$ cat config.mk
export PLATFORM = sky130hd
export DESIGN_NAME = osd_text
export DESIGN_NICKNAME = d
export VERILOG_FILES = /design/src/hdl/video_pkg.sv /design/src/hdl/osd_text.sv
export SDC_FILE = /design/constraint.sdc
export NUM_CORES = 1
export LEC_CHECK = 0
export BUFFER_PORTS_ARGS = -buffer_cell sky130_fd_sc_hd__buf_4
export CAP_MARGIN = 20
export CORE_MARGIN = 1
export CORE_UTILIZATION = 30
export CTS_BUF_LIST = sky130_fd_sc_hd__clkbuf_4
export DETAILED_ROUTE_END_ITERATION = 16
export PLACE_DENSITY = 0.57
export SLEW_MARGIN = 10
export SYNTH_ARGS = -nofsm -noshare
export SYNTH_HDL_FRONTEND = slang
export SYNTH_SLANG_ARGS = --single-unit
$ cat constraint.sdc
create_clock -name clock -period 1.68 [get_ports clock]
set_input_delay 0.336 -clock clock [delete_from_list [all_inputs] [get_ports clock]]
set_output_delay 0.336 -clock clock [all_outputs]
set_load 0.02 [all_outputs]
$ cat src/hdl/video_pkg.sv
package video_pkg;

    // raster geometry, buffer layout and OSD windows
    typedef struct packed {
        logic [11:0] h_visible;
        logic [11:0] h_total;
        logic [11:0] h_sync_start;
        logic [11:0] h_sync_width;
        logic [11:0] v_visible;
        logic [11:0] v_total;
        logic [11:0] v_sync_start;
        logic [11:0] v_sync_width;
        logic        hsync_polarity;
        logic        vsync_polarity;
        logic [9:0]  line_length;
        logic        line_doubler;
        logic [11:0] osd_bg_x_start;
        logic [11:0] osd_bg_x_end;
        logic [11:0] osd_bg_y_start;
        logic [11:0] osd_bg_y_end;
        logic [11:0] osd_text_x_start;
        logic [11:0] osd_text_x_end;
        logic [11:0] osd_text_y_start;
        logic [11:0] osd_text_y_end;
    } video_config_t;

    // intensity of 256 is unity gain
    typedef struct packed {
        logic       active;
        logic       odd_even;
        logic       thickness;
        logic [8:0] intensity;
    } scanline_t;

    // sync bits here are "pulse active" flags, polarity applied at the output
    typedef struct packed {
        logic [11:0] x;
        logic [11:0] y;
        logic        hsync;
        logic        vsync;
        logic        running;
    } raster_pos_t;

    typedef struct packed {
        logic in_bg;
        logic text_lit;
    } osd_flags_t;

    typedef struct packed {
        logic [23:0] rgb;
        logic        hsync;
        logic        vsync;
        logic        draw_area;
    } video_pixel_t;

    typedef enum logic [1:0] {
        SCAN_IDLE,
        SCAN_WARMUP,
        SCAN_RUN
    } scan_state_t;

    localparam int OSD_ALPHA = 64;
    localparam int TEXT_COLUMNS = 40;

endpackage

$ cat src/hdl/osd_text.sv
`timescale 1ns/1ps

module osd_text import video_pkg::*; #(
    parameter int TEXT_ADDR_WIDTH = 10
) (
    input  logic                       clock,
    input  logic                       reset,
    input  video_config_t              cfg,
    input  raster_pos_t                pos,
    input  logic                       osd_enable,
    input  logic [7:0]                 highlight_line,
    input  logic [7:0]                 text_data,
    input  logic [7:0]                 glyph,
    output logic [TEXT_ADDR_WIDTH-1:0] text_addr,
    output logic [10:0]                font_addr_rd,
    output osd_flags_t                 osd
);

    logic            in_bg;
    logic            in_text;
    logic [11:0]     rel_x;
    logic [11:0]     rel_y;
    logic [7:0]      text_row;
    logic [8:0]      text_col;
    logic [15:0]     text_addr_full;
    logic            is_highlight;
    logic [3:0]      row_d1;
    logic [3:0]      row_d2;
    logic [3:0]      bg_pipe;
    logic [3:0]      text_pipe;
    logic [3:0]      hl_pipe;
    logic [3:0][2:0] col_pipe;

    assign in_bg = osd_enable
                && pos.x >= cfg.osd_bg_x_start && pos.x < cfg.osd_bg_x_end
                && pos.y >= cfg.osd_bg_y_start && pos.y < cfg.osd_bg_y_end;

    assign in_text = osd_enable
                  && pos.x >= cfg.osd_text_x_start && pos.x < cfg.osd_text_x_end
                  && pos.y >= cfg.osd_text_y_start && pos.y < cfg.osd_text_y_end;

    assign rel_x    = pos.x - cfg.osd_text_x_start;
    assign rel_y    = pos.y - cfg.osd_text_y_start;
    assign text_row = rel_y[11:4];
    assign text_col = rel_x[11:3];

    assign text_addr_full = text_row * 16'(TEXT_COLUMNS) + 16'(text_col);
    assign is_highlight   = (text_row == highlight_line);

    always_ff @(posedge clock or posedge reset) begin
        if (reset) begin
            text_addr    <= '0;
            font_addr_rd <= '0;
            bg_pipe      <= '0;
            text_pipe    <= '0;
            hl_pipe      <= '0;
        end else begin
            text_addr    <= in_text ? TEXT_ADDR_WIDTH'(text_addr_full) : '0;
            // only 7 bit codes, top bit of the text byte is dropped
            font_addr_rd <= {text_data[6:0], row_d2};
            bg_pipe      <= {bg_pipe[2:0], in_bg};
            text_pipe    <= {text_pipe[2:0], in_text};
            hl_pipe      <= {hl_pipe[2:0], is_highlight};
        end
    end

    // glyph row needed at n+2, column at n+4
    always_ff @(posedge clock) begin
        row_d1   <= rel_y[3:0];
        row_d2   <= row_d1;
        col_pipe <= {col_pipe[2:0], rel_x[2:0]};
    end

    assign osd.in_bg    = bg_pipe[3];
    assign osd.text_lit = text_pipe[3] && (glyph[3'd7 - col_pipe[3]] ^ hl_pipe[3]);

    assert property (@(posedge clock) disable iff (reset)
        in_text |-> (text_addr_full < 16'(2 ** TEXT_ADDR_WIDTH)));

endmodule

Word level (Yosys, flattened, before mapping)
Cells that the tools add are included.

Bits in latches: 0. ROM bits: 0. Memories: 0. Word-level logic and storage cells: 39. Bits in writable memories: 0. Bits in registers: 53.

Eq/ne operators: 1. Shift-type cells: 0. Divide/modulo/power cells: 0. Magnitude comparators: 9. Reductions and logical operators: 9. Bitwise logic cells: 1. Multipliers: 1. Add/sub/neg operators: 4. Mux-type cells: 3.

Operators with widths (number): greater-or-equal comparator 12 bit (4); less-than comparator 12 bit (4); subtractor 12 bit (2); adder 10 x 9 -> 10 bit (1); two-way mux 10 bit (1); logical AND 1 bit (9); equality test 8 bit (1); multiplier 8 x 3 -> 7 bit, second input constant (1); less-than comparator 3 x 4 -> 1 bit, second input constant (1); binary-select mux 1 bit (select 3 bit) (1); subtractor 3 bit, first input constant (1); two-way mux 1 bit (1); XOR 1 bit (1).

Longest topological paths before layout
Depth in word-level cells: 6. Depth in mapped cells: 18. Mapped depth without buffers: 18.

Worst setup path after synthesis
No wires, ideal clock.

Kind: input -> register. Start point: input cfg[13] (netlist bit). End point: register text_addr[9]. Setup time: 119 ps. Cell stages on the path: 17. Path slack: -2061 ps. Path buffers: 0. Data arrival time: 3623 ps. Required time: 1561 ps. Cell sequence: inv_1 > ha_1 > nor2b_4 > o31a_4 > o41a_4 > a21oi_4 > xnor2_1 > ha_1 > ha_1 > fa_1 > ha_1 > inv_1 > o21bai_1 > a21oi_1 > xnor2_1 > xnor2_1 > nor2_1.

Word-level cells in the longest chain between the ends: 4.

Ends and longest elaborated chain: from (decl) (line osd_text.sv:8) `input video_config_t cfg,`; subtractor 12 bit or greater-or-equal comparator 12 bit (tied branches) (line osd_text.sv:43, osd_text.sv:40); multiplier 8 x 3 -> 7 bit or logical AND 1 bit (tied branches) (line osd_text.sv:47, osd_text.sv:40); adder 10 x 9 -> 10 bit or logical AND 1 bit (tied branches) (line osd_text.sv:47, osd_text.sv:40); two-way mux 10 bit (*) (line osd_text.sv:58) `text_addr <= in_text ? TEXT_ADDR_WIDTH'(text_addr_full) : '0;`; to (signal assigned) (line osd_text.sv:58); to (decl) (line osd_text.sv:14) `output logic [TEXT_ADDR_WIDTH-1:0] text_addr,`.

Every way passes the cells marked *; elsewhere a longest branch is shown, timed or not.

Worst setup path in the final report
Ends and elaborated chain as after synthesis.

==> out/metrics.yaml <==
seq_area_um2: 1230
worstSetupStartpointType: "input pin"
p_leak_uw: 0.00421
regToRegEndpoint: "bg_pipe[2]"
antenna_left: 0
grt_max_degree: 26
failed_checks: "negative setup slack"
yosys_warnings: 0
drive_above_1_share_pct: 45.1
timing.slew.headroom_pct: 59.5
core_um2: 15800
portBuffers: 168
drt-vias-per-instance: 4.56
critical_path_peak_fanout: 3
rr_worst_depth: 0
hold_violations: 0
min_period_ns: 3.30
die_w_um: 129
ir_drop_uv: 366
cts_made_buffers: 5
synth_area_um2: 4850
area_growth_syn_to_layout_pct: 63.0
vias: 4851
grt_use_total_pct: 17.7
arrival_ns: 3.61
overflow: 0
multi_input_area_um2: 3580
routed_wl_um: 14500
cts_sinks: 53
ys_ff_latch: 53
drtIter0Drc: 145
place_congestion: 0.834
synth_cells: 550
clkSlewWorstSetupHoldPaths_ns: 0.16
timing.fmax_mhz: 303
drc: 0
hp-class: "in -> reg"
cts_tree: "done"
synth_top_area_cell: "ha_1"
holdPathEnd: "font_addr_rd[8]"
synthFlopType: "dfrtp_1"
ys_async_sr_fraction_pct: 62.3
final_nets: 1213
hpwlAfterDp_um: 12700
clock-root-buffer: "clkbuf_4"
syn_avg_cell_area_um2: 8.83
min_from: "text_data[4]"
dieArea_um2: 16700
antenna_found_initial: 1
synth.area.top_cells: "ha_1, dfrtp_1, inv_1, dfxtp_1, xnor2_1"
ys_top_cells_by_count: "inv_1, ha_1, nor2_1"
start_util_pct: 30.7
rsz0062_at_grt: "yes"
reg2reg_slack_ns: 1.19
fin_util_pct: 50.0
path_class: "in -> reg"
fillerInstances: 1536
drv_slew: 0
clk_path_buf_depth: 2
yosysMostFrequentCell: "inv_1"
cp_data_required_time_ns: 1.98
worstReg2RegStart: "bg_pipe[1]"
status: "complete, but fails checks"
cts_max_level: 2
period_share_pct: 197
powerDensity_nw_per_um2: 673
wl_per_cell_um: 13.6
seq_area_frac_synth_pct: 25.3
tns_ns: -11.60
grt_pass1_vias: 5087
num_io_pins: 282
hold_depth: 1
max_slew.worst_pin.slew_ns: 0.592
ys_types: 62
first_pass_iters: 4
setup_violations: 14
cp-end-kind: "flip-flop"
clock_latency_ns: 0.39
synth_edf_count: 0
synthDominantCellAreaShare_pct: 26.8
syn-num-nets: 917
fin_ws_ns: -1.62
drv_cap: 0
grt_pass1_wl_um: 23300
fin_worst_skew_ns: 0.0110
rows: 46
die_h_um: 129
## report_power, final
part	switching (uW)	internal, uW	total [uW]
Clock	425	181	606
Sequential	29.5	1380	1410
Combinational	1450	1860	3310
## final cells by class
type,instances,area share [%]
tap,216,3.42
clock buffer,5,0.474
clock inverter,3,0.427
timing repair buffer,299,29.4
inverter,107,5.49
multi-input combinational,380,45.2
antenna,1,0.0316
sequential,53,15.5
## metrics by stage
stage	setup slack [ns]	power (uW)	area (um^2)	hold slack, ns	instances
final	-1.62	5320	7910	0.0480	1064
after global routing	-1.71	5780	7910	0.0225	1064
after CTS	-1.59	5210	7730	0.0198	1058
after detailed placement	-2.09	4390	7490	0.312	1046
after global placement	-2.02	4290	7490	0.310	1046
after floorplan	-1.87	3110	5090	0.310	550
## state kept, by name, indices dropped and copies added, names as in the netlist
register      count
text_pipe         4
row_d2            4
text_addr        10
hl_pipe           4
bg_pipe           4
col_pipe         12
font_addr_rd     11
row_d1            4
## what timing repair did
| item | 4_1_cts | 5_1_grt |
|---|---|---|
| hold buffers | 1 | 0 |
| endpoints found under the setup margin | 14 | 14 |
| hold endpoints to repair | 8 | 0 |
| pin swaps | 20 | 21 |
| resized for setup | 30 | 32 |
| buffers inserted | 4 | 8 |
## logic make-up after synthesis
family                   share of synthesized area, %
AO/OA/AOI/OAI                                    17.6
XOR/XNOR                                         6.62
adder cells (fa/ha/maj)                          28.5
buffers and inverters                            9.38
flip-flops                                       25.3
multiplexers                                     1.34
AND/OR/NAND/NOR                                  11.4
## worst max-delay path, cell delays in order
cell and delay, ns:
buf_12 0.09, inv_12 0.03, ha_4 0.22, nor2b_4 0.12, o31a_4 0.28, o41a_4 0.38, a21oi_4 0.18, xnor2_2 0.15
ha_1 0.26, ha_2 0.20, fa_2 0.55, ha_4 0.21, inv_2 0.06, o21bai_1 0.07, a21oi_2 0.14, xnor2_1 0.14
xnor2_1 0.13, nor2_1 0.05
## layer usage
layer  vias up  track usage [%]  wire (um)
met5         -                0          0
met4         0             4.78        230
met3        18             1.28        593
met2       148             30.6       6990
met1      2188             23.8       6700
li1       2497                -          -
## layout by cell type, fill, tap and decap left out, types with 5 or more instances in the layout
| cell type | Yosys | final |
|---|---|---|
| inv_1 | 107 | 99 |
| xor2_1 | 10 | 8 |
| a31oi_1 | 5 | 5 |
| nor2_1 | 34 | 28 |
| a21oi_1 | 29 | 24 |
| nand3_1 | 13 | 13 |
| o21ai_2 | 1 | 5 |
| buf_4 | 4 | 284 |
| a21o_1 | 14 | 14 |
| nand2_1 | 22 | 21 |
| o21ai_0 | 21 | 14 |
| a21oi_2 | 1 | 5 |
| dfxtp_1 | 20 | 19 |
| nor3_1 | 11 | 10 |
| ha_4 | 0 | 12 |
| o21a_1 | 6 | 6 |
| clkbuf_4 | 0 | 5 |
| ha_1 | 104 | 90 |
| a211oi_1 | 9 | 5 |
| dfrtp_1 | 33 | 33 |
| buf_6 | 0 | 11 |
| xnor2_2 | 0 | 6 |
| xnor2_1 | 24 | 18 |
| nand4_1 | 6 | 6 |
## worst max path at each step
stage / from / end / slack (ns) / cells after the start
2_1_floorplan: cfg[13] / text_addr[9] / -1.87 / 17
3_3_place_gp: cfg[13] / text_addr[9] / -2.02 / 18
3_5_place_dp: cfg[13] / text_addr[9] / -2.09 / 17
4_1_cts: cfg[13] / text_addr[9] / -1.59 / 17
5_1_grt: cfg[13] / text_addr[9] / -1.71 / 18
6_report: cfg[13] / text_addr[9] / -1.62 / 18
(Power assumes the default switching activity.)
