**src/hdl/video_pkg.sv**
```systemverilog
package video_pkg;

    // raster geometry, buffer layout and OSD windows
    typedef struct packed {
        logic [11:0] h_visible;
        logic [11:0] h_total;
        logic [11:0] h_sync_start;
        logic [11:0] h_sync_width;
        logic [11:0] v_visible;
        logic [11:0] v_total;
        logic [11:0] v_sync_start;
        logic [11:0] v_sync_width;
        logic        hsync_polarity;
        logic        vsync_polarity;
        logic [9:0]  line_length;
        logic        line_doubler;
        logic [11:0] osd_bg_x_start;
        logic [11:0] osd_bg_x_end;
        logic [11:0] osd_bg_y_start;
        logic [11:0] osd_bg_y_end;
        logic [11:0] osd_text_x_start;
        logic [11:0] osd_text_x_end;
        logic [11:0] osd_text_y_start;
        logic [11:0] osd_text_y_end;
    } video_config_t;

    // intensity of 256 is unity gain
    typedef struct packed {
        logic       active;
        logic       odd_even;
        logic       thickness;
        logic [8:0] intensity;
    } scanline_t;

    // sync bits here are "pulse active" flags, polarity applied at the output
    typedef struct packed {
        logic [11:0] x;
        logic [11:0] y;
        logic        hsync;
        logic        vsync;
        logic        running;
    } raster_pos_t;

    typedef struct packed {
        logic in_bg;
        logic text_lit;
    } osd_flags_t;

    typedef struct packed {
        logic [23:0] rgb;
        logic        hsync;
        logic        vsync;
        logic        draw_area;
    } video_pixel_t;

    typedef enum logic [1:0] {
        SCAN_IDLE,
        SCAN_WARMUP,
        SCAN_RUN
    } scan_state_t;

    localparam int OSD_ALPHA = 64;
    localparam int TEXT_COLUMNS = 40;

endpackage

```
**src/hdl/raster_timing.sv**
```systemverilog
`timescale 1ns/1ps

module raster_timing import video_pkg::*; #(
    parameter int ADDR_WIDTH = 15
) (
    input  logic                  clock,
    input  logic                  reset,
    input  logic                  start,
    input  video_config_t         config_in,
    input  scanline_t             scanline_in,
    output video_config_t         cfg,
    output scanline_t             scan,
    output raster_pos_t           pos,
    output logic [ADDR_WIDTH-1:0] pixel_addr,
    output logic                  locked
);

    scan_state_t state;
    logic [11:0] x;
    logic [11:0] y;
    logic        line_end;
    logic        frame_end;
    logic        h_active;
    logic        v_active;
    logic [11:0] vs_last;
    logic        visible;
    logic [11:0] row;
    logic [21:0] row_base;

    assign line_end  = x >= cfg.h_total - 12'd1;
    assign frame_end = y >= cfg.v_total - 12'd1;
    assign vs_last   = cfg.v_sync_start + cfg.v_sync_width - 12'd1;

    // 13 bit sums so a window near the top of the range does not wrap
    assign h_active = (x >= cfg.h_sync_start)
                   && ({1'b0, x} < {1'b0, cfg.h_sync_start} + {1'b0, cfg.h_sync_width});
    assign v_active = (y >= cfg.v_sync_start)
                   && ({1'b0, y} < {1'b0, cfg.v_sync_start} + {1'b0, cfg.v_sync_width});

    always_ff @(posedge clock or posedge reset) begin
        if (reset) begin
            state <= SCAN_IDLE;
            x     <= '0;
            y     <= '0;
            cfg   <= '0;
            scan  <= '0;
        end else begin
            case (state)
                SCAN_IDLE: begin
                    // settings follow the inputs until start freezes them
                    cfg   <= config_in;
                    scan  <= scanline_in;
                    x     <= '0;
                    y     <= '0;
                    if (start) begin
                        state <= SCAN_WARMUP;
                    end
                end
                SCAN_WARMUP, SCAN_RUN: begin
                    if (line_end) begin
                        x <= '0;
                        y <= frame_end ? 12'd0 : y + 12'd1;
                    end else begin
                        x <= x + 12'd1;
                    end
                    // last sample of the first vsync pulse
                    if (state == SCAN_WARMUP && line_end && y == vs_last) begin
                        state <= SCAN_RUN;
                    end
                end
                default: state <= SCAN_IDLE;
            endcase
        end
    end

    assign locked = (state == SCAN_RUN);

    assign pos = '{x: x, y: y, hsync: h_active, vsync: v_active, running: locked};

    // line buffer address, doubled rows reuse the same buffer row
    assign visible  = (x < cfg.h_visible) && (y < cfg.v_visible);
    assign row      = cfg.line_doubler ? (y >> 1) : y;
    assign row_base = row * cfg.line_length;

    always_ff @(posedge clock or posedge reset) begin
        if (reset) begin
            pixel_addr <= '0;
        end else begin
            pixel_addr <= visible ? ADDR_WIDTH'(row_base + 22'(x)) : '0;
        end
    end

    assert property (@(posedge clock) disable iff (reset)
        (state != SCAN_IDLE) |-> (x < cfg.h_total));

endmodule

```
**config.mk**
```make
export PLATFORM = sky130hd
export DESIGN_NAME = raster_timing
export DESIGN_NICKNAME = d
export VERILOG_FILES = /design/src/hdl/video_pkg.sv /design/src/hdl/raster_timing.sv
export SDC_FILE = /design/constraint.sdc
export NUM_CORES = 1
export LEC_CHECK = 0
export BUFFER_PORTS_ARGS = -buffer_cell sky130_fd_sc_hd__buf_4
export CORE_ASPECT_RATIO = 1.4
export CORE_UTILIZATION = 30
export DETAILED_ROUTE_END_ITERATION = 10
export PLACE_DENSITY = 0.57
export SLEW_MARGIN = 20
export SYNTH_ARGS = -nofsm -noshare
export SYNTH_HDL_FRONTEND = slang
export SYNTH_SLANG_ARGS = --single-unit
```
**constraint.sdc**
```tcl
create_clock -name clock -period 9.6 [get_ports clock]
set_input_delay 2.4 -clock clock [delete_from_list [all_inputs] [get_ports clock]]
set_output_delay 2.4 -clock clock [all_outputs]
set_load 0.01 [all_outputs]
```
### After elaboration in Yosys (flattened, before gate mapping)

Cells that the tools add are included.

* bits of input ports: 220
* word-level logic and storage cells: 72
* output and inout bits: 260
* register bits: 258

* order comparisons: 8
* reduce and logical (&&, ||, !) cells: 10
* $mul: 1
* $add $sub $neg: 9
* equality and inequality tests: 6
* multiplexer cells: 10

Operators with widths (count)
* 12-bit greater-or-equal comparator: 4
* 12-bit two-way mux: 4
* 12-bit one-hot mux with 2 select lines: 2
* 12-bit by 1-bit subtractor with 12-bit output (second input constant): 3
* 12-bit by 12-bit adder with 13-bit output: 2
* 12-bit by 13-bit < comparator with 1-bit output: 2
* 12-bit by 1-bit adder with 12-bit output (second input constant): 2
* 12-bit < comparator: 2
* 15-bit by 12-bit adder with 15-bit output: 1
* 12-bit by 10-bit multiplier with 15-bit output: 1
* 15-bit two-way mux: 1
* 12-bit adder: 1
* 12-bit == test: 1
* 2-bit != test (second input constant): 3
* 1-bit logical AND: 5
* 2-bit two-way mux: 2
* 2-bit one-hot mux with 2 select lines: 1
* 2-bit AND reduction: 2
* 2-bit by 1-bit == test with 1-bit output (second input constant): 1
* 2-bit == test (second input constant): 1
* 2-bit logical NOT: 1
* 2-bit nonzero test: 1
* 2-bit OR reduction: 1

### Logic depth before layout (Yosys ltp)

* depth in word-level cells: 6
* mapped depth: 24

### Worst setup path before layout

No wires, ideal clock.

* path type: register -> output
* start: register cfg[109] (netlist name)
* end: output pos[1] (netlist name)
* arrival: 3205 ps
* cell stages (with the launch flop): 16
* data required time: 7200 ps
* slack: 3995 ps
* cells stage by stage: dfrtp_1 -> ha_1 -> fa_1 -> a21o_1 -> a21oi_1 -> nor2_1 -> o21a_1 -> nor4_1 -> or2_2 -> xnor2_1 -> ha_1 -> or4_1 -> a211oi_1 -> o31ai_1 -> a31oi_1 -> buf_4

* word-level cells in the longest chain between the ends: 3

RTL lines
* from (decl): RTL line raster_timing.sv:11 `output video_config_t cfg,`
* from (signal assigned): RTL line raster_timing.sv:51 `cfg <= config_in;`
* 12-bit by 12-bit adder with 13-bit output: RTL line raster_timing.sv:38 `&& ({1'b0, y} < {1'b0, cfg.v_sync_start} + {1'b0, cfg.v_sync_width});`
* 12-bit by 13-bit < comparator with 1-bit output: RTL line raster_timing.sv:38
* 1-bit logical AND: RTL line raster_timing.sv:38
* to (decl): RTL line raster_timing.sv:13 `output raster_pos_t pos,`

Every way passes these cells.

==> results.py <==
metrics = {
    "setup_path": {
        "r2r_cells": 20,
        "cp_max_fo": 4,
        "cp_cell_sequence": "ha_1 -> fa_1 -> a21o_1 -> a21oi_1 -> nor2_1 -> o21a_1 -> nor4_1 -> or2_2 -> xnor2_1 -> ha_1 -> or4_1 -> a211oi_1 -> o31ai_1 -> a31oi_1 -> buf_4",
        "end_kind": "output pin",
        "reg2reg_from": "cfg[96]",
        "crit-reg2reg-capture": "pixel_addr[13]",
        "cp_data_required_time_ns": 7.20,
        "path_buf_inv": 1,
        "crit_arrival_ns": 4.13,
        "max_stage_delay_ns": 0.46,
        "crit_family": "compound AO/OA/AOI/OAI gates",
        "cp_slowest_cell": "or4_1",
        "crit_top_cell": "ha_1",
        "ff2ff_setup_slack_ns": 3.97,
        "crit_path_start_kind": "register",
        "crit_type": "register to output pin",
    },
    "sta": {
        "grt_setup_unrepaired": "no",
        "fmax_mhz": 153.1,
        "layout_setup_ws_ns": 3.069,
        "period_share_pct": 68.03,
        "finalHoldWorstSlack_ns": 0.5095,
        "hold_viol": 0,
        "worstMarginPinSlew_ns": 1.004,
        "timing.final.crit_period_ns": 6.531,
        "clock_skew_ns": 0.01395,
        "slew_violations": 0,
        "max_slew_margin_pct": 33.06,
        "tns_ns": 0,
        "finalSetupViolCount": 0,
    },
    "die": {
        "dieArea_um2": 58320,
        "rows": 103,
        "dieWidth_um": 204.4,
        "initial_core_util_pct": 30.41,
        "die_y_um": 285.3,
        "io_pins": 480,
        "fp.coreArea_um2": 56580,
    },
    "yosys": {
        "syn_inst": 1659,
        "synthTopCellsByCount": "258 x dfrtp_1, 197 x inv_1, 180 x ha_1",
        "ys_async_sr_fraction_pct": 100.0,
        "ys_types": 57,
        "syn_area_per_cell_um2": 10.37,
        "synth-edff-count": 0,
        "yosysMostFrequentCell": "dfrtp_1",
        "synth-seq-cells": 258,
        "synth_warnings": 0,
        "synth_top_cell_area_share_pct": 37.53,
        "synth-seq-area-share_pct": 37.53,
        "syn_nets": 2133,
        "synth_area_um2": 17200,
        "synth_flop_cell": "dfrtp_1",
        "yosys-top-cells-area": "dfrtp_1 38%, ha_1 13%, mux2_2 11%",
        "yosysTopAreaCell": "dfrtp_1",
    },
    "cells_and_area": {
        "area_growth_pct": 30.93,
        "nets": 2592,
        "drive_gt1_share_pct": 33.12,
        "stdcell_count": 2878,
    },
    "flow_run": {
        "maxCapViolCount": 0,
    },
    "global_route": {
        "globalRouteOverflowTotal": 0,
        "grt_usage_pct": 17.87,
        "antenna_found_initial": 6,
        "grt_pass1_vias": 14710,
        "grt_pass1_wl_um": 81440,
        "grt_start_max_net_pins": 202,
    },
    "power": {
        "p_sw_share_pct": 41.13,
        "cellPowerDensity_nw_per_um2": 299.3,
        "internal-power_w": 0.003969,
        "seq_power_share_pct": 29.4,
        "p_leak_nw": 11.32,
        "p_switching_w": 0.002773,
        "ir_drop_v": 0.0002014,
        "p_comb_share_pct": 54.1,
        "clock_power_share_pct": 16.5,
    },
    "hold_path": {
        "hold_class": "register to register",
        "hold_depth": 1,
        "hold-path-endpoint": "cfg[108]",
        "hold_start": "cfg[108]",
    },
    "detailed_routing": {
        "drt_iter0_drc": 538,
        "via_count": 13530,
        "wire_per_inst_um": 18.18,
        "firstDrtPassIters": 5,
        "ant_nets": 0,
        "drt_wl_total_um": 52320,
        "routed_via_density": 4.700,
        "route.detailed.drc": 0,
    },
    "clock_network": {
        "post-cts-setup-buffers": 0,
        "post_cts.resized_instances": 0,
        "cts_made_buffers": 29,
        "insertion_delay_ns": 0.59,
        "clock_path_buffers": 3,
        "h-tree-depth": 1,
        "cts_hold_buf": 0,
        "cts.sinks": 258,
        "cts_root_buffer": "clkbuf_16",
        "clk_pin_slew_ns": 0.06,
        "cts_tree": "done",
    },
    "placement": {
        "dp_hpwl_um": 41070,
        "io_buffers": 479,
        "dp_cells": 2821,
        "dp_slack_ns": 3.649,
        "gp_congestion": 0.8690,
    },
    "outcome": {
        "outcome": "finished, final reports clean",
    },
}
metrics by stage:
stage	utilization, %	area (um2)	power [W]
after global routing	39.81	22530	0.007275
after CTS	39.78	22510	0.006847
final	39.81	22530	0.006742
after global placement	38.12	21570	0.005593
after detailed placement	38.12	21570	0.005682
after floorplan	-	17200	0.004190
worst max-delay path by stage:
stage | slack (ns) | start | cells past startpoint | to
2_1_floorplan | 0.10 | reset | 1 | cfg[0]
3_3_place_gp | 3.79 | cfg[121] | 15 | pos[1]
5_1_grt | 2.76 | cfg[121] | 15 | pos[1]
4_1_cts | 2.99 | cfg[121] | 15 | pos[1]
3_5_place_dp | 3.65 | cfg[121] | 15 | pos[1]
6_report | 3.07 | cfg[121] | 15 | pos[1]
sequential cells by signal, indices dropped and copies added, names as in the netlist:
| signal | flops |
|---|---|
| cfg | 205 |
| pixel_addr | 15 |
| scan | 12 |
| x | 12 |
| y | 12 |
| state | 2 |
area by class of cell:
type	count	area (um2)
Fill cell	5589	34050
Multi-Input combinational cell	1148	9792
Sequential cell	258	6456
Timing Repair Buffer	484	3659
Tap cell	735	919.6
Clock buffer	42	844.6
Inverter	197	747.0
Clock inverter	9	95.09
Antenna cell	5	12.51
power groups by stage:
stage / logic (W) / registers, W / clock network, W
floorplan: 0.00214 / 0.00205 / 0
global placement: 0.00361 / 0.00198 / 0
detailed placement: 0.00368 / 0.00200 / 0
CTS: 0.00371 / 0.00199 / 0.00115
global route: 0.00404 / 0.00205 / 0.00119
finish: 0.00365 / 0.00198 / 0.00111
worst register-to-register path, cell delays in order, from the launching register on:
cell,delay (ns)
dfrtp_1,0.61
o21ai_1,0.77
nand2_1,0.19
fa_1,0.50
inv_1,0.07
ha_1,0.13
inv_1,0.05
fa_1,0.49
inv_1,0.04
ha_1,0.27
inv_1,0.05
fa_1,0.53
inv_1,0.04
ha_1,0.33
a21o_1,0.20
a2111oi_0,0.42
nor3_1,0.16
a41oi_1,0.27
a21oi_1,0.11
xor2_1,0.15
and2_1,0.15
layout by cell type, fill, tap and decap left out, types with 6 or more instances in the layout:
| master | instances |
|---|---|
| nand2_1 | 155 |
| and2_1 | 56 |
| nor2_1 | 48 |
| xor2_1 | 22 |
| o21a_1 | 7 |
| clkbuf_16 | 29 |
| and3_1 | 9 |
| nand3_1 | 21 |
| o211ai_1 | 6 |
| xnor2_1 | 62 |
| nor3_1 | 23 |
| nor2b_1 | 8 |
| fa_1 | 74 |
| nor4_1 | 9 |
| dfrtp_1 | 258 |
| mux2_2 | 167 |
| o21ai_0 | 121 |
| ha_1 | 179 |
| a41oi_1 | 6 |
| clkbuf_8 | 7 |
| buf_4 | 482 |
| a21o_1 | 28 |
| nand2b_1 | 26 |
| clkbuf_1 | 6 |
| a21oi_1 | 54 |
| inv_1 | 196 |
layer usage:
layer  vias to the layer above  global-route usage, %  wire length [um]
li1                       6488                      -                 -
met1                      6587                  19.37             19840
met2                       372                  33.52             28030
met3                        79                  3.531              2783
met4                         2                  6.978              1657
met5                         -                      0                15
logic make-up after synthesis:
group | synth area share, %
AO/OA/AOI/OAI | 9.135
flip-flops | 37.53
multiplexers | 11.05
adder cells (fa/ha/maj) | 21.70
XOR/XNOR | 4.407
AND/OR/NAND/NOR | 10.55
buffers and inverters | 5.629
No activity file was read; power rests on OpenSTA's default activity.
