==> src/hdl/video_pkg.sv <==
package video_pkg;

    // raster geometry, buffer layout and OSD windows
    typedef struct packed {
        logic [11:0] h_visible;
        logic [11:0] h_total;
        logic [11:0] h_sync_start;
        logic [11:0] h_sync_width;
        logic [11:0] v_visible;
        logic [11:0] v_total;
        logic [11:0] v_sync_start;
        logic [11:0] v_sync_width;
        logic        hsync_polarity;
        logic        vsync_polarity;
        logic [9:0]  line_length;
        logic        line_doubler;
        logic [11:0] osd_bg_x_start;
        logic [11:0] osd_bg_x_end;
        logic [11:0] osd_bg_y_start;
        logic [11:0] osd_bg_y_end;
        logic [11:0] osd_text_x_start;
        logic [11:0] osd_text_x_end;
        logic [11:0] osd_text_y_start;
        logic [11:0] osd_text_y_end;
    } video_config_t;

    // intensity of 256 is unity gain
    typedef struct packed {
        logic       active;
        logic       odd_even;
        logic       thickness;
        logic [8:0] intensity;
    } scanline_t;

    // sync bits here are "pulse active" flags, polarity applied at the output
    typedef struct packed {
        logic [11:0] x;
        logic [11:0] y;
        logic        hsync;
        logic        vsync;
        logic        running;
    } raster_pos_t;

    typedef struct packed {
        logic in_bg;
        logic text_lit;
    } osd_flags_t;

    typedef struct packed {
        logic [23:0] rgb;
        logic        hsync;
        logic        vsync;
        logic        draw_area;
    } video_pixel_t;

    typedef enum logic [1:0] {
        SCAN_IDLE,
        SCAN_WARMUP,
        SCAN_RUN
    } scan_state_t;

    localparam int OSD_ALPHA = 64;
    localparam int TEXT_COLUMNS = 40;

endpackage

==> src/hdl/pixel_blend.sv <==
`timescale 1ns/1ps

module pixel_blend import video_pkg::*; (
    input  logic          clock,
    input  logic          reset,
    input  video_config_t cfg,
    input  scanline_t     scan,
    input  raster_pos_t   pos,
    input  logic [23:0]   pixel_data,
    input  osd_flags_t    osd,
    output video_pixel_t  video
);

    raster_pos_t [3:0] pos_pipe;
    raster_pos_t       cur;
    logic [23:0]       pix_d1;
    logic [23:0]       pix_d2;
    logic              is_scanline;
    logic [16:0]       bg_prod;
    logic [8:0]        alpha;
    logic              draw;
    logic [23:0]       rgb_next;

    function automatic logic [7:0] scale(input logic [7:0] ch, input logic [8:0] a);
        logic [16:0] prod;
        prod = ch * a;
        return prod[15:8];
    endfunction

    always_ff @(posedge clock or posedge reset) begin
        if (reset) begin
            pos_pipe <= '0;
        end else begin
            pos_pipe <= {pos_pipe[2:0], pos};
        end
    end

    // ram word lands at n+2, two more stages to meet the glyph
    always_ff @(posedge clock) begin
        pix_d1 <= pixel_data;
        pix_d2 <= pix_d1;
    end

    assign cur = pos_pipe[3];

    assign is_scanline = scan.active && (((cur.y >> scan.thickness) & 12'd1) == 12'(scan.odd_even));
    assign bg_prod     = 17'(OSD_ALPHA) * scan.intensity;

    always_comb begin
        alpha = is_scanline ? scan.intensity : 9'd256;
        if (osd.in_bg) begin
            alpha = is_scanline ? bg_prod[16:8] : 9'(OSD_ALPHA);
        end
    end

    assign draw = (cur.x < cfg.h_visible) && (cur.y < cfg.v_visible);

    always_comb begin
        if (!draw) begin
            rgb_next = '0;
        end else if (osd.text_lit) begin
            rgb_next = '1;
        end else begin
            rgb_next = {scale(pix_d2[23:16], alpha),
                        scale(pix_d2[15:8], alpha),
                        scale(pix_d2[7:0], alpha)};
        end
    end

    always_ff @(posedge clock or posedge reset) begin
        if (reset) begin
            video <= '{rgb: '0, hsync: 1'b1, vsync: 1'b1, draw_area: 1'b0};
        end else if (!cur.running) begin
            video <= '{rgb: '0, hsync: ~cfg.hsync_polarity,
                       vsync: ~cfg.vsync_polarity, draw_area: 1'b0};
        end else begin
            video <= '{rgb: rgb_next,
                       hsync: cur.hsync ? cfg.hsync_polarity : ~cfg.hsync_polarity,
                       vsync: cur.vsync ? cfg.vsync_polarity : ~cfg.vsync_polarity,
                       draw_area: draw};
        end
    end

    assert property (@(posedge clock) disable iff (reset)
        video.draw_area |-> (video.hsync != cfg.hsync_polarity));

endmodule

==> config.mk <==
export PLATFORM = sky130hd
export DESIGN_NAME = pixel_blend
export DESIGN_NICKNAME = d
export VERILOG_FILES = /design/src/hdl/video_pkg.sv /design/src/hdl/pixel_blend.sv
export SDC_FILE = /design/constraint.sdc
export NUM_CORES = 1
export LEC_CHECK = 0
export BUFFER_PORTS_ARGS = -buffer_cell sky130_fd_sc_hd__clkbuf_2
export CORE_ASPECT_RATIO = 1.4
export CORE_MARGIN = 3
export CORE_UTILIZATION = 50
export CTS_CLUSTER_SIZE = 14
export DETAILED_ROUTE_END_ITERATION = 12
export HOLD_SLACK_MARGIN = 0.1
export PLACE_DENSITY_LB_ADDON = 0.12
export SYNTH_ARGS = -nofsm -noshare
export SYNTH_HDL_FRONTEND = slang
export SYNTH_SLANG_ARGS = --single-unit
==> constraint.sdc <==
create_clock -name clock -period 7 [get_ports clock]
set_input_delay 0.7 -clock clock [delete_from_list [all_inputs] [get_ports clock]]
set_output_delay 0.7 -clock clock [all_outputs]
set_load 0.02 [all_outputs]
==> Yosys cells after proc, flatten, opt, wreduce, memory -nomap -nowiden <==
Cells that the tools add are included.
{ "op_classes": {"n_lt_le_gt_ge": 2, "multipliers": 3, "muxes": 8, "n_div": 0, "shifts": 1, "n_bitwise": 2, "n_eq_ne": 1, "addsub": 0, "n_reduce_logical": 2} }
{ "ops": {"columns": ["operator", "n"], "rows": [
  ["multiplier 8 x 9 -> 16 bit", 3],
  ["2-to-1 mux 24 bit", 2],
  ["2-to-1 mux 27 bit", 1],
  ["< comparator 12 bit", 2],
  ["2-to-1 mux 9 bit", 2],
  ["right shift 12 x 1 -> 1 bit", 1],
  ["2-to-1 mux 7 bit", 1],
  ["logical AND 1 bit", 2],
  ["2-to-1 mux 1 bit", 2],
  ["inverter 1 bit", 2],
  ["== test 1 bit", 1]
]} }
{ "totals": {"in_bits": 272, "output_inout_bits": 27, "latch_bits": 0, "elab_cells": 45, "reg_bits": 183, "ramBits": 0, "mem_bits_ro": 0, "mem_count": 0} }

==> Longest topological paths before layout <==
Gate-level depths: netlist of the first run.
{ "depth": {"word_depth": 9, "depth_mapped": 22, "depth_no_buf": 20} }

==> Least setup slack after synthesis of the first run <==
No wires, ideal clock.
{ "synth_path": {"kind": "input to register", "from": "in scan[9] (netlist name)", "to": "reg video[10] (netlist name)", "slack_ns": 1.525, "path_buffers": 2, "cell_stages": 21, "required_time_ns": 6.864, "arrival_time_ns": 5.339, "path_cell_list": "mux2i_4 -> mux2i_1 -> buf_6 -> o21ai_0 -> o21ai_0 -> clkbuf_1 -> and2_1 -> fa_1 -> fa_1 -> fa_1 -> inv_1 -> fa_1 -> inv_1 -> ha_1 -> a211oi_1 -> nor2_1 -> nor2_1 -> o21ai_4 -> o31ai_2 -> xnor2_1 -> a21boi_0"} }
{ "synth_between": {"elab_chain_cells": 9, "word_cells_on_any_way": 10, "cone_classes": "1 x mul; 1 x eq/ne; 1 x shift; 6 x mux; 1 x reduce/logical"} }
{ "synth_rtl": {"columns": ["element", "line_no", "rtl"], "rows": [
  ["start, declared", "pixel_blend.sv:7", "input scanline_t scan,"],
  ["right shift 12 x 1 -> 1 bit (*)", "pixel_blend.sv:46", "assign is_scanline = scan.active && (((cur.y >> scan.thickness) & 12'd1) == 12'(scan.odd_even));"],
  ["== test 1 bit (*)", "pixel_blend.sv:46", null],
  ["logical AND 1 bit (*)", "pixel_blend.sv:46", null],
  ["2-to-1 mux 9 bit / 2-to-1 mux 7 bit (equally long branches)", "pixel_blend.sv:50, pixel_blend.sv:52", null],
  ["2-to-1 mux 9 bit (*)", "pixel_blend.sv:51", "if (osd.in_bg) begin"],
  ["multiplier 8 x 9 -> 16 bit (*)", "pixel_blend.sv:26", "prod = ch * a;"],
  ["2-to-1 mux 24 bit (*)", "pixel_blend.sv:61", "end else if (osd.text_lit) begin"],
  ["2-to-1 mux 24 bit (*)", "pixel_blend.sv:59", "if (!draw) begin"],
  ["2-to-1 mux 27 bit (*)", "pixel_blend.sv:73", "end else if (!cur.running) begin"],
  ["end signal, assigned", "pixel_blend.sv:72", "video <= '{rgb: '0, hsync: 1'b1, vsync: 1'b1, draw_area: 1'b0};"],
  ["end signal, assigned", "pixel_blend.sv:74", "video <= '{rgb: '0, hsync: ~cfg.hsync_polarity,"],
  ["end signal, assigned", "pixel_blend.sv:77", "video <= '{rgb: rgb_next,"],
  ["end, declared", "pixel_blend.sv:11", "output video_pixel_t video"]
]} }
Mark *: on every way between the ends. The rest lies on a longest branch, timed or not.

==> Worst setup path in the final report of the first run <==
{ "layout_path": {"from": "in scan[9] (netlist name)", "to": "reg video[8] (netlist name)"} }
Same word-level chain as after synthesis.

==> impl_metrics.ini, run 1 <==
[clocking]
cts_buffers = 17
cts_tree = built
post_cts_buffers = 0
clock_sinks = 183
ctsHoldBuffers = 0
clock_path_buffers = 2
htreeDepth = 4
root_buffer = clkbuf_16
post_cts_resize_count = 0
clk_pin_slew_ps = 80
clk_latency_ps = 430

[global_routing]
grt_max_degree = 86
grt_pass1_wl_mm = 38.0
track_usage_pct = 19.1
antenna_found_initial = 0
gr-total-overflow = 0
grt_pass1_vias = 7934

[critical_path]
critical_path_class = input pin to flip-flop
worstPathRequired_ps = 7270
cp-start-kind = input pin
arrival_ps = 6080
crit_fanout = 11
reg2reg_slack_ps = 1240
end_kind = flip-flop

[layout]
instances_no_fill = 1488
final_util_pct = 58.6
nFillCells = 1981
drive_gt1_share_pct = 15.8
design_area_mm2 = 0.0133
diodes = 0
multi_input_area_mm2 = 0.00657
nets = 1684
regArea_mm2 = 0.00434
synthToLayoutAreaGrowth_pct = 14.0

[logic_synthesis]
synth_compound_gate_area_share_pct = 6.44
yosys.area.top_type = dfrtp_1
synth.mux.area_fraction_pct = 0.973
ys_top_cells_by_count = 187 x inv_1, 159 x and2_1, 133 x dfrtp_1, 120 x fa_1, 118 x ha_1
yosys.area_share.simple_pct = 13.0
async_reset_ff_share_pct = 73.8
syn_avg_cell_area_um2 = 11.2
synthCells = 1044
seq_area_frac_synth_pct = 37.1
synth.top_cell.area_share_pct = 28.4
yosys_most_used_dff = dfrtp_1
synthesis.area_mm2 = 0.0117
ys_top_cells_by_area = dfrtp_1 28%, fa_1 21%, ha_1 13%
synth_xor_area_share_pct = 2.47
synth-seq-cells = 183
synth_edf_count = 0
synth_top_family_by_area = adder cells
syn_nets = 1554
synthAdderAreaFrac_pct = 33.1
synth_most_common_cell = inv_1
yosys_warnings = 0
synth_cell_type_count = 64

[die]
io_pins = 299
die_h_um = 187
num_rows = 65
start_util_pct = 51.4
fp.dieW_um = 135
die_area_mm2 = 0.0253
coreArea_mm2 = 0.0228

[timing]
clock_skew_ps = 14.3
finalCriticalPeriod_ps = 5820
setup_viol = 0
layout_setup_ws_ps = 1180
fin_crit_sh_pct = 83.1
max_slew_margin_pct = 32.1
slew_viol_final = 0
tightestPinTransition_ps = 1020
rsz0062_at_grt = false
hold_viol = 0
max_freq_ghz = 0.172
fin_setup_tns_ps = 0

[placement]
dp_slack_ps = 674
hpwlAfterDp_mm = 16.7
numPortBuffers = 119
dpl.cell_count = 1456
gp_congestion = 0.793
postPlaceCellArea_mm2 = 0.0127

[status]
outcome = complete, no violations

[detailed_routing]
ant_nets = 0
top_layer = met4
wl_per_cell_um = 14.9
drt_iter0_markers = 194
vias = 7313
drc = 0
drtPass1Iterations = 4
drt_wl_total_mm = 22.1
wl_met1_mm = 9.73
met3WireLength_mm = 1.08
vias_per_cell = 4.91
wl_met2_mm = 10.7

[power_and_ir_drop]
ir_drop_mv = 0.215
powerDensity_mw_per_mm2 = 215
power.leakage_nw = 7.02

[run]
cap_viol_max_count = 0

[hold_path]
worst_hold_path_type = input pin to asynchronous set/reset pin
## layout make-up
class | instances | share of cell area, %
clock buffer | 21 | 3.45
inverter | 187 | 5.30
sequential | 183 | 32.5
clock inverter | 11 | 1.39
timing repair buffer | 134 | 5.31
tap | 301 | 2.82
multi-input combinational | 651 | 49.2
## per-stage QoR
step,hold WS (ps),total power [mW]
after floorplan,310,1.66
after global placement,310,1.84
after detailed placement,312,1.85
after CTS,271,2.93
final,281,2.88
after global routing,303,3.07
## cells in the final DEF, fill, tap and decap left out, drive strengths merged, types with 7 or more instances in the layout
master,n
inv,192
and2,161
clkbuf,140
dfrtp,133
fa,120
ha,118
nand2,51
dfxtp,48
xnor2,22
nor2,20
a21boi,18
buf,15
o21ai,14
o21a,12
xor2,11
a21oi,10
a21o,9
nor3,9
mux2i,9
a31oi,7
## path summary, 6_finish.rpt
| check | startpoint | endpoint | depth (start not counted) |
|---|---|---|---|
| max | scan[9] | video[8] | 20 |
| min in group clock | pix_d1[11] | pix_d2[11] | 0 |
| min | reset | video[22] | 2 |
| min reg2reg | pix_d1[11] | pix_d2[11] | 0 |
| max in group asynchronous | reset | pos_pipe[18] | 3 |
| max reg2reg | cur[4] | video[8] | 19 |
## layer usage
| metal | vias to the layer above | track usage [%] |
|---|---|---|
| met5 | - | 0 |
| met4 | 0 | 7.56 |
| met3 | 29 | 4.39 |
| met2 | 145 | 31.6 |
| met1 | 3633 | 24.3 |
| li1 | 3506 | - |
## critical path, stage by stage
cell      delay [ps]
clkbuf_2         110
mux2i_4          320
mux2i_1          170
buf_4            210
nor2_1           610
and2_1           250
fa_1             450
fa_1             540
fa_1             550
inv_1             50
fa_1             520
inv_1             40
ha_1             350
a211oi_1         250
nor2_1            90
nor2_1           200
o21ai_4          140
a31oi_1          220
xor2_1           180
a21boi_1         110
## report_power, final
part	leakage (nW)	switching, mW	total, mW	internal (mW)
logic	4.68	0.384	0.673	0.289
registers	2.02	0.0342	1.15	1.12
clock network	0.313	0.425	1.05	0.627
## cells by family after synthesis
group | Yosys count
and+or+nand+nor | 272
adders and majority gates | 238
buffers and inverters | 210
DFF | 183
AOI/OAI and AO/OA | 98
xor gates and xnor gates | 33
muxes | 10
## flip-flops by register name (all words and copies together) (netlist names)
| name | count |
|---|---|
| cur | 27 |
| pos_pipe | 81 |
| pix_d1 | 24 |
| pix_d2 | 24 |
| video | 27 |
Power figures use the tool's default switching activity.
==> run 2: changes to the inputs <==
clock period = 6.1 ns   (was 7 ns; I/O delays follow)
==> run 2 against run 1 <==
Net effect:
- critical path depth grew 1
- clock skew shrank 1.7 ps
- utilization grew 0.49 points
- sequential share of layout area shrank 0.27 points
- via count grew 0.11%
- sequential power grew 15%
- count of clock-buffer cells in the layout shrank 2
- global-route usage grew 0.20 points
- die area is the same
- critical path type is now flip-flop to flip-flop
- largest cell class unchanged
==> impl_metrics.ini, run 2 (synthesized netlist as in run 1, its figures left out) <==
[status]
outcome = complete, no violations

[power_and_ir_drop]
combPwrFrac_pct = 24.8
power.leakage_nw = 7.08
powerDensity_mw_per_mm2 = 243
p_seq_share_pct = 40.3
ir_drop_mv = 0.261
clockPowerShare_pct = 34.9
p_switching_mw = 1.00
power.internal_mw = 2.27
p_sw_share_pct = 30.6
power_mw = 3.27

[layout]
diodes = 0
drive_gt1_share_pct = 16.8
final_common_cell = inv_1
synthToLayoutAreaGrowth_pct = 15.0
nFillCells = 1940
regArea_mm2 = 0.00434
multi_input_area_mm2 = 0.00656
final_cell_mix = 186 x inv_1, 159 x and2_1, 133 x dfrtp_1
largest_reg_flops = 81
top_register = pos_pipe
nets = 1697

[clocking]
post_cts_buffers = 0
root_buffer = clkbuf_16
cts_buffers = 17
cts_tree = built
clock_path_buffers = 2
clk_pin_slew_ps = 70
clk_latency_ps = 440
htreeDepth = 4
ctsHoldBuffers = 0
post_cts_resize_count = 0
clock_sinks = 183

[run]
cap_viol_max_count = 0

[critical_path]
r2r_start = cur[4]
worstPathRequired_ps = 6380
cp-start-kind = flip-flop
cp-startpoint = cur[4]
crit_fanout = 24
critical_path_class = flip-flop to flip-flop
arrival_ps = 5810
reg2reg_depth = 21
endpoint = video[10]
r2r-end = video[10]
reg2reg_slack_ps = 570
end_kind = flip-flop

[placement]
hpwlAfterDp_mm = 16.9
numPortBuffers = 119
gp_congestion = 0.812

[detailed_routing]
wl_per_cell_um = 14.8
drt_iter0_markers = 220
drt_wl_total_mm = 22.2
drtPass1Iterations = 6
vias = 7321
vias_per_cell = 4.88
drc = 0
ant_nets = 0

[timing]
hold_viol = 0
fin_setup_tns_ps = 0
max_slew_margin_pct = 44.7
tightestPinTransition_ps = 830
finalCriticalPeriod_ps = 5530
setup_viol = 0
clock_skew_ps = 12.6
max_freq_ghz = 0.181
slew_viol_final = 0
fin_crit_sh_pct = 90.7
rsz0062_at_grt = false

[hold_path]
worst_hold_path_type = input pin to asynchronous set/reset pin

[die]
coreArea_mm2 = 0.0228
num_rows = 65
die_area_mm2 = 0.0253
io_pins = 299
die_h_um = 187
start_util_pct = 51.4
fp.dieW_um = 135

[global_routing]
gr-total-overflow = 0
grt_max_degree = 70
grt_pass1_vias = 7981
antenna_found_initial = 0
grt_pass1_wl_mm = 38.3
track_usage_pct = 19.3
==> run 2: layout make-up <==
cell class / count / area share (%)
Clock inverter: 13 / 1.19
Sequential cell: 183 / 32.3
Clock buffer: 19 / 3.29
Tap cell: 301 / 2.80
Inverter: 187 / 5.25
Timing Repair Buffer: 147 / 6.45
Multi-Input combinational cell: 651 / 48.8
==> run 2: per-layer routing <==
layer	global-route usage (%)	up-vias	part of all wire [%]
met2	32.9	129	50
met1	24.3	3624	44
met3	4.71	25	4.9
li1	-	3543	-
met4	5.82	0	1.9
met5	0	-	0
==> run 2: critical path, cell delays in order, from the launching register on <==
cell      delay (ps)
dfrtp_1          410
mux2i_4          260
mux2i_1          280
buf_4            220
o21ai_0           90
o21ai_1          190
buf_12           220
and2_1           150
fa_1             420
fa_1             480
fa_1             540
inv_1             50
fa_1             520
inv_1             40
ha_1             350
a211oi_1         250
nor2_1            90
nor2_1           170
o21ai_4          120
o31ai_2          270
xnor2_1          140
a21boi_0          90
==> run 2: worst min-delay path by stage <==
stage                         from         end  slack (ps)  depth (start not counted)
floorplan                pix_d1[0]   pix_d2[0]         310                          0
global placement        pix_d1[14]  pix_d2[14]         310                          0
detailed placement       pix_d1[6]   pix_d2[6]         310                          0
CTS                  pixel_data[5]   pix_d1[5]         240                          1
global route        pixel_data[21]  pix_d1[21]         240                          1
finish                       reset   video[23]         240                          2
==> run 2: per-stage QoR <==
stage	setup slack [ps]	hold slack, ps	cells	cell area (µm²)	utilization, %
after floorplan	715	310	1044	11700	-
after global placement	158	310	1469	12900	56.5
after detailed placement	162	312	1469	12900	56.5
after CTS	530	239	1501	13500	59.1
after global routing	182	241	1501	13500	59.1
final	566	238	1501	13500	59.1
==> run 2: power groups by stage <==
stage	clock [mW]	combinational, mW	sequential (mW)
finish	1.14	0.810	1.32
global route	1.23	0.947	1.33
CTS	1.18	0.830	1.32
detailed placement	0	0.823	1.34
global placement	0	0.807	1.34
floorplan	0	0.553	1.35
